<file path="config.mk">
export PLATFORM = sky130hd
export DESIGN_NAME = audio_playback
export DESIGN_NICKNAME = d
export VERILOG_FILES = /design/src/verilog/audio_pkg.sv /design/src/verilog/audio_playback.sv
export SDC_FILE = /design/constraint.sdc
export NUM_CORES = 1
export LEC_CHECK = 0
export BUFFER_PORTS_ARGS = -buffer_cell sky130_fd_sc_hd__buf_2
export CAP_MARGIN = 0
export CORE_AREA = 2 2 65 113
export DETAILED_ROUTE_END_ITERATION = 6
export DIE_AREA = 0 0 67 115
export GPL_ROUTABILITY_DRIVEN = 0
export SYNTH_ARGS = -nofsm -noshare
export SYNTH_HDL_FRONTEND = slang
export SYNTH_SLANG_ARGS = --single-unit
export TNS_END_PERCENT = 100
</file>
<file path="constraint.sdc">
create_clock -name clk -period 2.15 [get_ports clk]
set_input_delay 0.215 -clock clk [delete_from_list [all_inputs] [get_ports clk]]
set_output_delay 0.215 -clock clk [all_outputs]
set_load 0.05 [all_outputs]
</file>
<file path="src/verilog/audio_pkg.sv">
/*
 * Audio path definitions
 * Sample format, FIFO depth, sample-rate divider and the power-up
 * wait that stands in for codec configuration.
 */
package audio_pkg;

   typedef logic signed [23:0] sample_t;

   // pairs held in the sample FIFO
   localparam int FIFO_DEPTH = 16;

   // clock cycles per sample tick
   localparam int SAMPLE_DIV = 32;

   // cycles until codec configuration is reported complete
   localparam int INIT_CYCLES = 600;

endpackage

</file>
<file path="src/verilog/audio_playback.sv">
/*
 * Audio playback
 * Waits out the codec power-up time, then drains one sample pair
 * from the FIFO per sample tick and presents it with a strobe.
 */
`timescale 1ns/1ps

module audio_playback (
   input  logic                clk,
   input  logic                reset,
   input  logic                empty,
   input  audio_pkg::sample_t  head_l,
   input  audio_pkg::sample_t  head_r,
   output logic                pop,
   output logic                init_done,
   output audio_pkg::sample_t  sample_l,
   output audio_pkg::sample_t  sample_r,
   output logic                sample_strobe
);

   logic [$clog2(audio_pkg::INIT_CYCLES)-1:0] init_cnt;
   logic [$clog2(audio_pkg::SAMPLE_DIV)-1:0]  div_cnt;
   logic                                      tick;

   assign tick = init_done && (div_cnt == audio_pkg::SAMPLE_DIV - 1);
   assign pop  = tick && !empty;

   // power-up wait, stands in for codec configuration
   always_ff @(posedge clk) begin
      if (reset) begin
         init_cnt  <= '0;
         init_done <= 1'b0;
      end else if (!init_done) begin
         if (init_cnt == audio_pkg::INIT_CYCLES - 1)
            init_done <= 1'b1;
         else
            init_cnt <= init_cnt + 1'b1;
      end
   end

   // free-running sample-rate divider
   always_ff @(posedge clk) begin
      if (reset)
         div_cnt <= '0;
      else if (init_done)
         div_cnt <= tick ? '0 : div_cnt + 1'b1;
   end

   always_ff @(posedge clk) begin
      if (reset) begin
         sample_l      <= '0;
         sample_r      <= '0;
         sample_strobe <= 1'b0;
      end else begin
         sample_strobe <= pop;
         if (pop) begin
            sample_l <= head_l;
            sample_r <= head_r;
         end
      end
   end

endmodule

</file>
==> results.md <==
* Slew margin rel. at 0.588
* Antenna viol nets, final at 0
* Synth top area share at 0.523
* Sequential area share after synthesis at 0.523
* Clock Tree Buf Depth at 2
* Synth Cell Area at about 2500 um2
* Post-synthesis compound-gate area fraction at 0.140
* CTS Sinks at 65
* Grt ovf at 0
* Synth cell count leaders: nand2_1 (94), dfxtp_1 (65), a21oi_1 (41), nor2_1 (16)
* Largest net degree at the start of global routing at 44
* Global-route wire length before repair at about 9100 um
* Post-synthesis register bit count at 65
* GRT Overall Usage at 0.158
* Met1 Wirelength at 2220 um
* Number of buffers created by CTS at 9
* Proportion of synthesized area in mux cells at 0.0121
* Final Cycle Share at 0.950
* Met3 WL at 378 um
* Crit path kind: flip-flop to primary output
* RSZ-0062 raised after global routing: false
* Vias at 2,251
* Worst Setup End Kind: primary output
* Combinational family with the most area after synthesis: simple AND/OR/NAND/NOR gates
* Die height at 115 um
* Post-Synth XOR/XNOR Area at 0.0247
* # rows at 40
* Max Cap Viol at 0
* Yosys warnings at 0
* Count of final setup violators at 0
* Count of cell types in the netlist at 35
* Mapped Cells at between 200 and 300
* Endpoints failing hold at 0
* Most numerous cell in the Yosys netlist: nand2_1
* Core footprint at 6810 um2
* Post-synthesis adder-cell area fraction at 0.0151
* WL per Instance at 12.1 um
* Synth Net Count at 344
* TNS Setup at 0 ps
* Worst Clk Skew at between 3 and 4 ps
* Max Freq at ~0.49 GHz
* Fill cells at around 700
* # DRC at 0
* Drt initial violations at roughly 110
* Clock period minus worst slack at 2040 ps
* WHS at 126 ps
* Min-Delay Path Class: input port to flip-flop
* Maximum VDD drop at 0.376 mV
* R2R Setup Slk at 300 ps
* DR top layer: met4
* Area share of and/or/nand/nor cells after synthesis at 0.230
* IO buf count at just over 100
* Drt via density at 4.70
* Final net count at 444
* Power Density at 821 nW/um2
* Layout cells sized above 1 at 0.352
* Die extent in x at between 60 and 70 um
* Count of final max-slew check failures at 0
* Die area at a little under 8000 um2
* Crit path DAT at approximately 1800 ps
* Reg clk slew, reported paths at 50 ps
* Worst-margin pin slew at 618 ps
* Area Growth Syn to Fin at 35.4%
* Area leader, netlist: dfxtp_1
* Crit start category: flip-flop
* Clock Latency Late Sink at 320 ps
* WL met2 at about 3100 um
* FF+latch area at ~1300 um2
* Starting Density at 0.365
* TritonRoute pass-1 iters at 4
* Status: completed
* Synth top area cells: dfxtp_1 (52%), nand2_1 (14%), a21oi_1 (8.3%)
* Number of global-route vias before repair at 2,104
* Syn_area_per_cell at between 8 and 9 um2
* Initial antenna violation count at 0
* Synth Flop Type: dfxtp_1
* Routed WL at just under 6000 um
* Static leakage at 1.46 nW
* CTS root buf: clkbuf_16
* CP required at 1930 ps
* Critical Path Fanout Max at 7
* Antenna Cells at 0
* Post-synth ARST share at 0
* CTS Hold Bufs at 0
* CTS tree: done
* Ports at 102
* Final design utilization at 0.494
* Detail Placement HPWL at about 4100 um
* Post-synth EDFFs at 0
* Multi-input logic area at 1050 um2
* H-Tree Depth at 3
## final timing paths
check | start | endpoint | cells past startpoint
worst min register to register | sample_r[2]$_SDFFE_PP0P_ | sample_r[2]$_SDFFE_PP0P_ | 2
worst max-delay path | div_cnt[0]$_SDFFE_PP0P_ | pop | 7
worst max register to register | div_cnt[0]$_SDFFE_PP0P_ | sample_r[3]$_SDFFE_PP0P_ | 9
worst min-delay path | head_r[14] | sample_r[14]$_SDFFE_PP0P_ | 3
## flip-flops by register name, indices dropped and copies added, names as in the netlist
name           count
div_cnt            5
init_cnt          10
init_done          1
sample_l          24
sample_r          24
sample_strobe      1
## cell type report
class                      count  share of cell area
timing repair buffer         108               0.175
tap                           84              0.0312
sequential                    65               0.387
clock buffer                  14              0.0814
clock inverter                 2              0.0104
inverter                       1             0.00260
multi-input combinational    205               0.313
## report_power, final
group | internal (mW) | switching [mW]
clock | 0.989 | 0.473
combinational | 0.0441 | 0.0412
sequential | 1.21 | 0.00481
## critical path, stage by stage (launching register included)
cell	delay [ps]
dfxtp_1	370
ha_2	200
and3_1	160
ha_1	160
nand2_1	50
or2_2	320
clkinv_4	100
buf_6	160
## cells by family (layout without fill, tap and decap cells)
| group | after synthesis | count (layout) |
|---|---|---|
| and+or+nand+nor | 134 | 134 |
| DFF | 65 | 65 |
| AOI/OAI and AO/OA | 58 | 58 |
| buffers and inverters | 20 | 125 |
| xor gates and xnor gates | 7 | 7 |
| adders and majority gates | 3 | 3 |
| muxes | 3 | 3 |
## cells in the final DEF (no fill, tap or decap), drive strengths merged, types with 2 or more instances in the layout
cell,count
a211oi,2
a21oi,51
and3,4
buf,108
clkbuf,14
clkinv,2
dfxtp,65
ha,3
mux2i,3
nand2,97
nand3,3
nand3b,2
nand4,2
nor2,16
nor2b,3
o21ai,2
xor2,6
## layer usage
layer | global-route usage | up-vias
met2 | 0.283 | 66
met1 | 0.158 | 1022
met3 | 0.0558 | 9
li1 | - | 1154
met5 | 0 | -
met4 | 0.0694 | 0
## through the flow
stage / instance area [um2] / setup WS (ps) / cells / power (mW)
CTS: 3360 / 59.8 / 479 / 2.81
global placement: 3050 / 382 / 463 / 1.33
global route: 3370 / 2.78 / 479 / 2.87
finish: 3370 / 109 / 479 / 2.76
floorplan: 2490 / 307 / 290 / 1.27
detailed placement: 3050 / 322 / 463 / 1.33
## what timing repair did
action | in CTS | in global routing
setup buffers | 0 | 0
gates resized for setup | 1 | 2
endpoints found under the setup margin | 1 | 1
Note: power is estimated with default switching activity, not from simulation.
