[src/verilog/bus_pkg.sv]
/*
 * CPU bus definitions
 * Address map of the memory-mapped bus plus the data, strobe and
 * board port widths shared by the decoder and the RAM.
 */
package bus_pkg;

   typedef logic [31:0] word_t;
   typedef logic [31:0] addr_t;
   typedef logic [3:0]  strb_t;

   // byte address inside the 32 KiB RAM window
   typedef logic [14:0] ram_addr_t;

   localparam int RAM_WORDS = 8192;

   // peripheral registers
   localparam addr_t ADDR_DIP          = 32'h8000_0000;
   localparam addr_t ADDR_LED          = 32'h8000_0004;
   localparam addr_t ADDR_BUTTONS      = 32'h8000_0008;
   localparam addr_t ADDR_AUDIO_STATUS = 32'h8000_000C;
   localparam addr_t ADDR_AUDIO_L      = 32'h8000_0010;
   localparam addr_t ADDR_AUDIO_R      = 32'h8000_0014;

   // board i/o
   typedef logic [7:0] led_t;
   typedef logic [4:0] buttons_t;
   typedef logic [7:0] dip_t;

endpackage

[src/verilog/audio_pkg.sv]
/*
 * Audio path definitions
 * Sample format, FIFO depth, sample-rate divider and the power-up
 * wait that stands in for codec configuration.
 */
package audio_pkg;

   typedef logic signed [23:0] sample_t;

   // pairs held in the sample FIFO
   localparam int FIFO_DEPTH = 16;

   // clock cycles per sample tick
   localparam int SAMPLE_DIV = 32;

   // cycles until codec configuration is reported complete
   localparam int INIT_CYCLES = 600;

endpackage

[src/verilog/cpu_bus_logic.sv]
/*
 * CPU bus decoder
 * Routes CPU accesses to the block RAM or the peripheral registers,
 * muxes read data and ready, holds the LED register and the left and
 * right sample registers, and hands sample pairs to the audio FIFO.
 */
`timescale 1ns/1ps

module cpu_bus_logic (
   input  logic                clk,
   input  logic                reset,
   input  bus_pkg::addr_t      addr,
   input  bus_pkg::word_t      wdata,
   input  bus_pkg::strb_t      wstrb,
   input  logic                valid,
   output bus_pkg::word_t      rdata,
   output logic                ready,
   input  bus_pkg::dip_t       dip,
   input  bus_pkg::buttons_t   buttons,
   output bus_pkg::led_t       led,
   output bus_pkg::ram_addr_t  ram_addr,
   output bus_pkg::word_t      ram_wdata,
   output bus_pkg::strb_t      ram_wstrb,
   output logic                ram_valid,
   input  bus_pkg::word_t      ram_rdata,
   input  logic                ram_ready,
   output audio_pkg::sample_t  audio_l,
   output audio_pkg::sample_t  audio_r,
   output logic                audio_valid,
   input  logic                audio_full,
   input  logic                init_done
);

   logic ram_hit;

   // RAM occupies the low 32 KiB, everything above bit 14 must be zero
   assign ram_hit = (addr[$bits(bus_pkg::addr_t)-1:$bits(bus_pkg::ram_addr_t)] == '0);

   assign ram_addr  = addr[$bits(bus_pkg::ram_addr_t)-1:0];
   assign ram_wdata = wdata;
   assign ram_wstrb = wstrb;

   // read mux and ready select
   always_comb begin
      ram_valid = 1'b0;
      ready     = 1'b1;
      rdata     = '0;
      if (ram_hit) begin
         rdata     = ram_rdata;
         ram_valid = valid;
         ready     = ram_ready;
      end else begin
         case (addr)
            bus_pkg::ADDR_DIP:          rdata = bus_pkg::word_t'(dip);
            bus_pkg::ADDR_LED:          rdata = bus_pkg::word_t'(led);
            bus_pkg::ADDR_BUTTONS:      rdata = bus_pkg::word_t'(buttons);
            bus_pkg::ADDR_AUDIO_STATUS: rdata = {30'b0, init_done, audio_full};
            default:                    rdata = '0;
         endcase
      end
   end

   // peripheral writes complete in the cycle valid is seen
   always_ff @(posedge clk) begin
      if (reset) begin
         led         <= '0;
         audio_l     <= '0;
         audio_r     <= '0;
         audio_valid <= 1'b0;
      end else begin
         // pair is taken by the FIFO once it has room
         if (audio_valid && !audio_full)
            audio_valid <= 1'b0;

         if (valid) begin
            case (addr)
               bus_pkg::ADDR_LED: begin
                  if (wstrb[0])
                     led <= wdata[7:0];
               end
               bus_pkg::ADDR_AUDIO_L: begin
                  for (int i = 0; i < 3; i++)
                     if (wstrb[i])
                        audio_l[8*i +: 8] <= wdata[8*i +: 8];
               end
               bus_pkg::ADDR_AUDIO_R: begin
                  for (int i = 0; i < 3; i++)
                     if (wstrb[i])
                        audio_r[8*i +: 8] <= wdata[8*i +: 8];
                  if (|wstrb)
                     audio_valid <= 1'b1;
               end
               default: ;
            endcase
         end
      end
   end

endmodule

[config.mk]
export PLATFORM = sky130hd
export DESIGN_NAME = cpu_bus_logic
export DESIGN_NICKNAME = d
export VERILOG_FILES = /design/src/verilog/bus_pkg.sv /design/src/verilog/audio_pkg.sv /design/src/verilog/cpu_bus_logic.sv
export SDC_FILE = /design/constraint.sdc
export NUM_CORES = 1
export LEC_CHECK = 0
export BUFFER_PORTS_ARGS = -buffer_cell sky130_fd_sc_hd__buf_2
export CORE_MARGIN = 2
export CORE_UTILIZATION = 37
export DETAILED_ROUTE_END_ITERATION = 10
export PLACE_DENSITY = 0.78
export SETUP_SLACK_MARGIN = 0.15
export SKIP_CTS_REPAIR_TIMING = 1
export SYNTH_ARGS = -nofsm -noshare
export SYNTH_HDL_FRONTEND = slang
export SYNTH_SLANG_ARGS = --single-unit
[constraint.sdc]
create_clock -name clk -period 1.5 [get_ports clk]
set_input_delay 0.075 -clock clk [delete_from_list [all_inputs] [get_ports clk]]
set_output_delay 0.075 -clock clk [all_outputs]
set_load 0.02 [all_outputs]
==> run metrics, run 1 <==
status=finished with violations; failing checks=negative setup slack; RD Place Congestion=0.8535; power per cell area=635.5 mW/mm^2; Overflow after GRT=0; Setup Viol. Count Final=8; Critical Path RT=1.42 ns; MaxCap Viol Count=0; Syn Nets=470; Fin. Hold Viols=0; yosys warns=0; first-pass GRT wire length=15530 um; max_slew headroom=76.79%; worst hold path depth=3; Longest Clk Path Bufs=2; DRT Wirelength=11400 um; Setup Skew=0 ns; hold wc startpoint=wdata[10]; Reg-to-Reg End=led[6]; Remaining DRCs=0; Slew @ Worst Pin=0.3455 ns; CTS tree=yes; flop2flop setup slack=0.85 ns; sw frac=26.44%; sequential share of power=43.1%; Total GRT Usage=19.52%; clk slew on worst S/H paths=0.08 ns; H-Tree Depth=3; synth top area cells=dfxtp_1 (33%), mux2i_1 (16%), nand2b_1 (15%); CTS Buf Count=9; Hold Crit Class=input pin to flip-flop; Root Driver=clkbuf_8; clk sink count=57; area share of the largest cell type after synthesis=33.12%; post-synthesis instance total=351; Die Height=100.5 um; switching power=0.0009281 W; DR pass1 iterations=4; via density per instance=4.909; die width=100.5 um; CP Capture Type=primary output; Final TNS setup=-0.9134 ns; largest net degree at the start of global routing=41; cell internal pwr=0.002582 W; area occupied by multi-input gates=0.002106 sq mm; Final Max Slew Viols=0; total power=0.003510 W; die area=0.01010 sq mm; DR iter-0 viols=127; crit-path max FO=7; share of layout cells above drive strength 1=62.07%; Period minus WS final=1.675 ns; layout net count=694; RSZ-0062 raised after global routing=yes; Tcrit/Tclk final=111.7%; Worst Hold End=audio_l[10]; clock share of power=41.6%; maximum clock frequency=597.0 MHz; CORE AREA=0.009153 sq mm; vias post-DR=3392; Worst Setup Path Type=input pin to primary output; Yosys reg bits=57; worst r2r src=led[6]; Synth-to-Final Area Change=60.28%; R2R depth=2; I/O Buffers=244; antenna violations before repair=0; Core Rows=35; Pleak=2.740 nW; arrival time worst endpoint=1.60 ns; pre-CTS WS=-0.1823 ns; # fillers=750; largest area contributor in the netlist=dfxtp_1; Logic pwr share=15.4%; io pins=261; antenna cells=0; synth unique cells=35; vias in the first global route=3175; latest clock arrival within the worst-skew pair=0.32 ns; Mapped Avg Cell Area=9.817 sq um; register area share after synthesis=33.12%; Post-Route Utilization=60.34%; HPWL Detailed=8657 um; post-route ant nets=0; FF/Latch Area=0.001141 sq mm; Setup WS post-layout=-0.1749 ns; Cell Area, Synth=0.003446 sq mm; Max IR drop VDD=0.0005045 V; Startpoint Class=input pin; starting density of the core=37.65%; DR WL/cell=16.50 um
-- logic make-up (layout without fill, tap and decap cells) --
family	count (synthesis)	after routing	share of synthesized area, %
simple gates	146	146	31.37
buf+inv	67	296	13.14
mux	58	58	16.92
flops	57	57	33.12
compound gates	23	23	5.447
-- layout make-up --
class | instances | share of cell area, %
multi-input combinational | 227 | 38.13
timing repair buffer | 280 | 35.00
sequential | 57 | 20.66
tap | 111 | 2.515
clock buffer | 10 | 2.492
clock inverter | 6 | 1.201
-- power by group through the flow --
stage / logic (W) / clock network, W / registers [W]
finish: 0.000539 / 0.00146 / 0.00151
global route: 0.000575 / 0.00157 / 0.00151
CTS: 0.000509 / 0.00150 / 0.00151
detailed placement: 0.000507 / 0 / 0.00155
global placement: 0.000498 / 0 / 0.00155
floorplan: 0.000324 / 0 / 0.00155
-- per-stage QoR --
| stage | hold WS, ns | cell area, sq um | instances |
|---|---|---|---|
| after floorplan | 0.2110 | 3617 | 351 |
| after global placement | 0.1501 | 4738 | 661 |
| after detailed placement | 0.1501 | 4738 | 661 |
| after CTS | -0.01833 | 4942 | 677 |
| after global routing | 0.03251 | 5523 | 691 |
| final | 0.04099 | 5523 | 691 |
-- synth_stat cells (all sizes together) --
| cell type | n |
|---|---|
| a21oi | 1 |
| a22o | 2 |
| a22oi | 8 |
| a2bb2oi | 3 |
| and2 | 26 |
| and4 | 1 |
| buf | 54 |
| clkbuf | 13 |
| dfxtp | 57 |
| mux2 | 2 |
| mux2i | 56 |
| nand2 | 8 |
| nand2b | 81 |
| nand3 | 1 |
| nand4 | 3 |
| nor2 | 3 |
| nor2b | 1 |
| nor3 | 2 |
| nor4 | 10 |
| nor4b | 3 |
| o2bb2ai | 8 |
| o41ai | 1 |
| or3 | 3 |
| or4 | 3 |
| or4b | 1 |
-- how the worst max path moves through the flow --
stage                   from          to  slack (ns)
floorplan           addr[24]  audio_l[0]        0.06
global placement     addr[9]  audio_l[1]       -0.14
detailed placement   addr[5]    rdata[3]       -0.18
CTS                  addr[5]    rdata[3]       -0.19
global route         addr[4]    rdata[2]       -0.22
finish               addr[4]    rdata[3]       -0.17
-- critical path, cell delays in order --
cell and delay (ns):
buf_6 0.10, or4_4 0.60, nor4_4 0.39, a2bb2oi_1 0.14
o2bb2ai_2 0.14, buf_4 0.16
-- flip-flops by register name, summed over array words and instances, names as in the netlist --
| name | cells |
|---|---|
| audio_l | 24 |
| led | 8 |
| audio_valid | 1 |
| audio_r | 24 |
-- cells in the final DEF, fill, tap and decap left out, drive strengths merged --
cell	n
mux2	2
a22oi	8
clkinvlp	3
inv	1
nand2	8
mux2i	56
nor2	3
nand4	3
a2bb2oi	3
dlygate4sd3	1
nand3	1
nor4	10
bufinv	1
clkinv	1
dfxtp	57
or4	3
or3	3
and4	1
nor2b	1
nand2b	81
clkbuf	13
a21oi	1
and2	26
buf	276
o2bb2ai	8
nor4b	3
o41ai	1
a22o	2
nor3	2
or4b	1
-- per-layer routing --
| metal | vias up | track usage (%) | wire (um) |
|---|---|---|---|
| li1 | 1607 | - | - |
| met3 | 34 | 3.190 | 716 |
| met4 | 0 | 8.325 | 342 |
| met2 | 168 | 35.11 | 6060 |
| met5 | - | 0 | 0 |
| met1 | 1583 | 22.83 | 4281 |
Note: power is estimated with default switching activity, not from simulation.
==> run 2: changes to the inputs <==
- HOLD_SLACK_MARGIN: default -> 0.08
- SKIP_LAST_GASP: default -> 1
==> run 2 against run 1 <==
Against the previous run:
- the run still ends with negative setup slack left
- via count up 1.9%
- first-iteration DRC count grew 35%
- wire length rose by 3.3%
- sequential share of layout area fell by 0.36 points
- clock power hardly changed
- global-route usage stayed put
- largest power group unchanged
==> run metrics, run 2 (synthesis gave the netlist of run 1 again) <==
CTS tree=yes; max_slew headroom=77.56% (+0.76 points); most frequent cells in the layout=buf_2 (206), nand2b_1 (81), dfxtp_1 (57); DR iter-0 viols=172 (+35%); CORE AREA=0.009153 sq mm (unchanged); Top Registers=audio_l (24), audio_r (24), led (8); Max IR drop VDD=0.0005046 V (about the same); Slew @ Worst Pin=0.3341 ns (-0.01138 ns); CP Capture Type=primary output; Fin. Hold Viols=0 (unchanged); RD Place Congestion=0.8535 (unchanged); Final Max Slew Viols=0 (unchanged); most common cell after layout, fill and taps aside=buf_2; Setup WS post-layout=-0.1819 ns (-0.006940 ns); Longest Clk Path Bufs=2 (unchanged); io pins=261 (unchanged); share of layout cells above drive strength 1=60.10% (-2.0 points); Worst Hold Margin=0.07902 ns (+0.03803 ns); maximum clock frequency=594.6 MHz (-0.41%); total power=0.003545 W (+0.99%); CTS Buf Count=9 (unchanged); placed cell areas=0.004738 sq mm (unchanged); DRT Wirelength=11780 um (+3.3%); Total GRT Usage=19.52% (unchanged); Final Cell Area=0.005620 sq mm (+1.8%); Setup Viol. Count Final=8 (unchanged); Critical Path Max Stage Delay=0.60 ns (about the same); HPWL Detailed=8657 um (unchanged); worst path cell trace=buf_6 -> or4_4 -> nor4_4 -> a2bb2oi_2 -> o2bb2ai_2 -> buf_6; Worst path slowest cell=or4_4; antenna violations before repair=0 (unchanged); first-pass GRT wire length=15530 um (unchanged); MaxCap Viol Count=0 (unchanged); Tcrit/Tclk final=112.1% (+0.46 points); vias in the first global route=3175 (unchanged); starting density of the core=37.65% (unchanged); Remaining DRCs=0 (unchanged); Worst Setup Path Type=input pin to primary output; DR pass1 iterations=4 (unchanged); latest clock arrival within the worst-skew pair=0.32 ns (about the same); I/O Buffers=244 (unchanged); vias post-DR=3456 (+1.9%); post-route insts no fill=705 (+2.0%); most used cell, CP=buf_6; DR WL/cell=16.70 um (+1.2%); Inst Count DP=661 (unchanged); clk slew on worst S/H paths=0.08 ns (about the same); worst path buffer plus inverter count=2 (unchanged); RSZ-0062 raised after global routing=yes; die width=100.5 um (unchanged); layout net count=708 (+2.0%); Critical Path RT=1.42 ns (about the same); crit-path max FO=7 (unchanged); Die Height=100.5 um (unchanged); Root Driver=clkbuf_8; Hold Crit Class=input pin to flip-flop; Post-Route Utilization=61.41% (+1.1 points); Pleak=2.786 nW (+1.7%); arrival time worst endpoint=1.61 ns (about the same); power per cell area=630.7 mW/mm^2 (-0.77%); Synth-to-Final Area Change=63.11%; Overflow after GRT=0 (unchanged); failing checks=negative setup slack; post-route ant nets=0 (unchanged); Period minus WS final=1.682 ns (+0.006940 ns); largest net degree at the start of global routing=41 (unchanged); via density per instance=4.902 (-0.14%); Startpoint Class=input pin; clk sink count=57 (unchanged); antenna cells=0 (unchanged); status=finished with violations; Worst path top cell family by delay=simple AND/OR/NAND/NOR gates; Setup Skew=0 ns (unchanged); Core Rows=35 (unchanged); die area=0.01010 sq mm (unchanged); H-Tree Depth=3 (unchanged)
## run 2: path summary, 6_finish.rpt
| check | start | to | slack, ns | cells after the start |
|---|---|---|---|---|
| min | wdata[15] | audio_r[15] | 0.08 | 3 |
| max | addr[4] | rdata[2] | -0.18 | 6 |
| max reg2reg | led[7] | led[7] | 0.85 | 2 |
| min reg2reg | audio_l[0] | audio_l[0] | 0.47 | 2 |
## run 2: stage by stage
step | setup WS, ns | setup TNS (ns)
2_1_floorplan | 0.06182 | 0
4_1_cts | -0.1885 | -0.9007
5_1_grt | -0.2571 | -1.596
6_report | -0.1819 | -0.8829
3_5_place_dp | -0.1823 | -6.834
3_3_place_gp | -0.1380 | -5.318
## run 2: layout make-up
| class | instances | area (sq um) |
|---|---|---|
| Multi-Input combinational cell | 227 | 2097 |
| Clock buffer | 10 | 137.6 |
| Sequential cell | 57 | 1141 |
| Timing Repair Buffer | 294 | 2039 |
| Clock inverter | 6 | 66.31 |
| Tap cell | 111 | 138.9 |
| Fill cell | 743 | 3532 |
## run 2: power by group
group | internal (W) | total, W | switching (W)
clock | 0.000814 | 0.00146 | 0.000648
sequential | 0.00151 | 0.00151 | 0.0000000000000615
combinational | 0.000279 | 0.000570 | 0.000291
total | 0.00261 | 0.00354 | 0.000939
## run 2: worst reg2reg max path: stages (launching register included)
cell      delay, ns
dfxtp_1        0.40
nand2b_1       0.07
mux2i_1        0.12
## run 2: routing by layer
| metal | share of wire, % | up-vias | track usage (%) | wire length [um] |
|---|---|---|---|---|
| met1 | 38 | 1620 | 22.83 | 4419 |
| met2 | 53 | 169 | 35.11 | 6261 |
| met4 | 2.9 | 0 | 8.325 | 337 |
| li1 | - | 1631 | - | - |
| met5 | 0 | - | 0 | 0 |
| met3 | 6.4 | 36 | 3.190 | 758 |
==> run 3: changes to the inputs <==
- CORE_AREA: default -> 2 2 101 103
- CORE_MARGIN: 2 -> default
- CORE_UTILIZATION: 37 -> default
- DIE_AREA: default -> 0 0 103 105
- PLACE_DENSITY: 0.78 -> 0.73
- clock period: 1.5 -> 1.6 ns (I/O delays scaled with it)
==> run 3 against run 2 <==
Against the previous run:
- the flow now finishes without violations
- via count up 0.17%
- power decreased by 5.5%
- first-iteration DRC count down 44%
- combinational power down 4.7%
- largest power group unchanged
- register-to-register slack improved by 0.06 ns
- core utilization down 2.2 points
- largest cell class unchanged
- count of clock-buffer cells in the layout increased by 2
- non-clock buffer count grew 4
==> run metrics, run 3 (synthesis gave the netlist of run 1 again) <==
status=completed; die width=103 um (+2.5%); vias post-DR=3462 (+0.17%); CORE AREA=0.009639 sq mm (+5.3%); Fin. Hold Viols=0 (unchanged); HPWL Detailed=9016 um (+4.2%); Worst path top cell family by delay=simple AND/OR/NAND/NOR gates; Critical Path Max Stage Delay=0.58 ns (-0.02 ns); Top Registers=audio_l (24), audio_r (24), led (8); most common cell after layout, fill and taps aside=buf_2; most frequent cells in the layout=buf_2 (204), nand2b_1 (81), dfxtp_1 (57); die area=0.01082 sq mm (+7.1%); antenna cells=0 (unchanged); Slew @ Worst Pin=0.3627 ns (+0.02859 ns); Final Max Slew Viols=0 (unchanged); layout net count=712 (+0.56%); Setup Skew=0 ns (unchanged); Root Driver=clkbuf_8; DR iter-0 viols=97 (-44%); Startpoint Class=input pin; Setup WS post-layout=0.005431 ns (+0.1873 ns); Pleak=2.798 nW (+0.43%); Core Rows=36 (+2.9%); Worst path slowest cell=or4_4; most used cell, CP=buf_6; clk slew on worst S/H paths=0.06 ns (-0.02 ns); Tcrit/Tclk final=99.66%; latest clock arrival within the worst-skew pair=0.33 ns (about the same); RD Place Congestion=0.7856 (-8.0%); Hold Crit Class=input pin to flip-flop; RSZ-0062 raised after global routing=yes; arrival time worst endpoint=1.51 ns (-0.10 ns); share of layout cells above drive strength 1=60.54% (+0.43 points); Synth-to-Final Area Change=65.76%; antenna violations before repair=0 (unchanged); DR WL/cell=16.98 um (+1.6%); Remaining DRCs=0 (unchanged); CP Capture Type=primary output; Overflow after GRT=0 (unchanged); crit-path max FO=4 (-3); Total GRT Usage=19.16% (-0.36 points); DR pass1 iterations=4 (unchanged); Period minus WS final=1.595 ns; Critical Path RT=1.52 ns (+0.10 ns); CTS Buf Count=9 (unchanged); MaxCap Viol Count=0 (unchanged); maximum clock frequency=627.1 MHz; H-Tree Depth=3 (unchanged); clk sink count=57 (unchanged); Worst Hold Margin=0.06611 ns (-0.01291 ns); Final Cell Area=0.005712 sq mm (+1.6%); io pins=261 (unchanged); Setup Viol. Count Final=0 (-8); CTS tree=yes; largest net degree at the start of global routing=82 (+100%); via density per instance=4.736 (-3.4%); total power=0.003350 W (-5.5%); Max IR drop VDD=0.0004747 V (-5.9%); pre-CTS WS=-0.1328 ns (+0.04954 ns); Post-Route Utilization=59.25% (-2.2 points); vias in the first global route=3207 (+1.0%); I/O Buffers=244 (unchanged); Worst Setup Path Type=input pin to primary output; first-pass GRT wire length=16140 um (+4.0%); max_slew headroom=75.72% (-1.8 points); starting density of the core=35.75% (-1.9 points); worst path cell trace=buf_6 -> or4_4 -> nor4_4 -> a2bb2oi_2 -> o2bb2ai_2 -> buf_6; Longest Clk Path Bufs=2 (unchanged); Die Height=105 um (+4.5%); worst path buffer plus inverter count=2 (unchanged); post-route ant nets=0 (unchanged); placed cell areas=0.004872 sq mm (+2.8%); power per cell area=586.6 mW/mm^2 (-7.0%); DRT Wirelength=12410 um (+5.4%)
==> run 3: area by class of cell <==
class / count / area (sq um)
Tap cell: 133 / 166.4
Fill cell: 881 / 3928
Sequential cell: 57 / 1141
Clock buffer: 12 / 155.1
Clock inverter: 4 / 51.30
Multi-Input combinational cell: 227 / 2101
Timing Repair Buffer: 298 / 2097
==> run 3: power breakdown <==
part                 switching, W  leakage (nW)  total (W)  internal [W]
Combinational            0.000276          2.24   0.000543      0.000267
Clock                    0.000585         0.103    0.00139      0.000805
Sequential     0.0000000000000609         0.459    0.00142       0.00142
Total                    0.000861          2.80    0.00335       0.00249
==> run 3: worst paths after layout <==
kind | start | to | slack (ns) | depth (start not counted)
setup reg to reg | led[2] | led[2] | 0.91 | 2
hold / removal | wdata[20] | audio_r[20] | 0.07 | 3
setup / recovery | addr[4] | rdata[2] | 0.005 | 6
hold reg to reg | audio_r[5] | audio_r[5] | 0.47 | 2
==> run 3: worst reg2reg max path: stages, from the launching register on <==
cell	delay, ns
dfxtp_1	0.42
nand2b_1	0.09
mux2i_1	0.12
==> run 3: routing by layer <==
| metal | global-route usage (%) | part of all wire (%) | up-vias |
|---|---|---|---|
| met5 | 0 | 0 | - |
| met2 | 32.56 | 51 | 158 |
| met1 | 22.28 | 39 | 1653 |
| met3 | 7.692 | 9.5 | 7 |
| met4 | 4.511 | 0.49 | 0 |
| li1 | - | - | 1644 |
==> run 3: stage by stage <==
step | TNS [ns] | cells
2_1_floorplan | 0 | 351
4_1_cts | -1.829 | 709
3_3_place_gp | -3.972 | 693
6_report | 0 | 731
5_1_grt | -0.7567 | 731
3_5_place_dp | -5.582 | 693
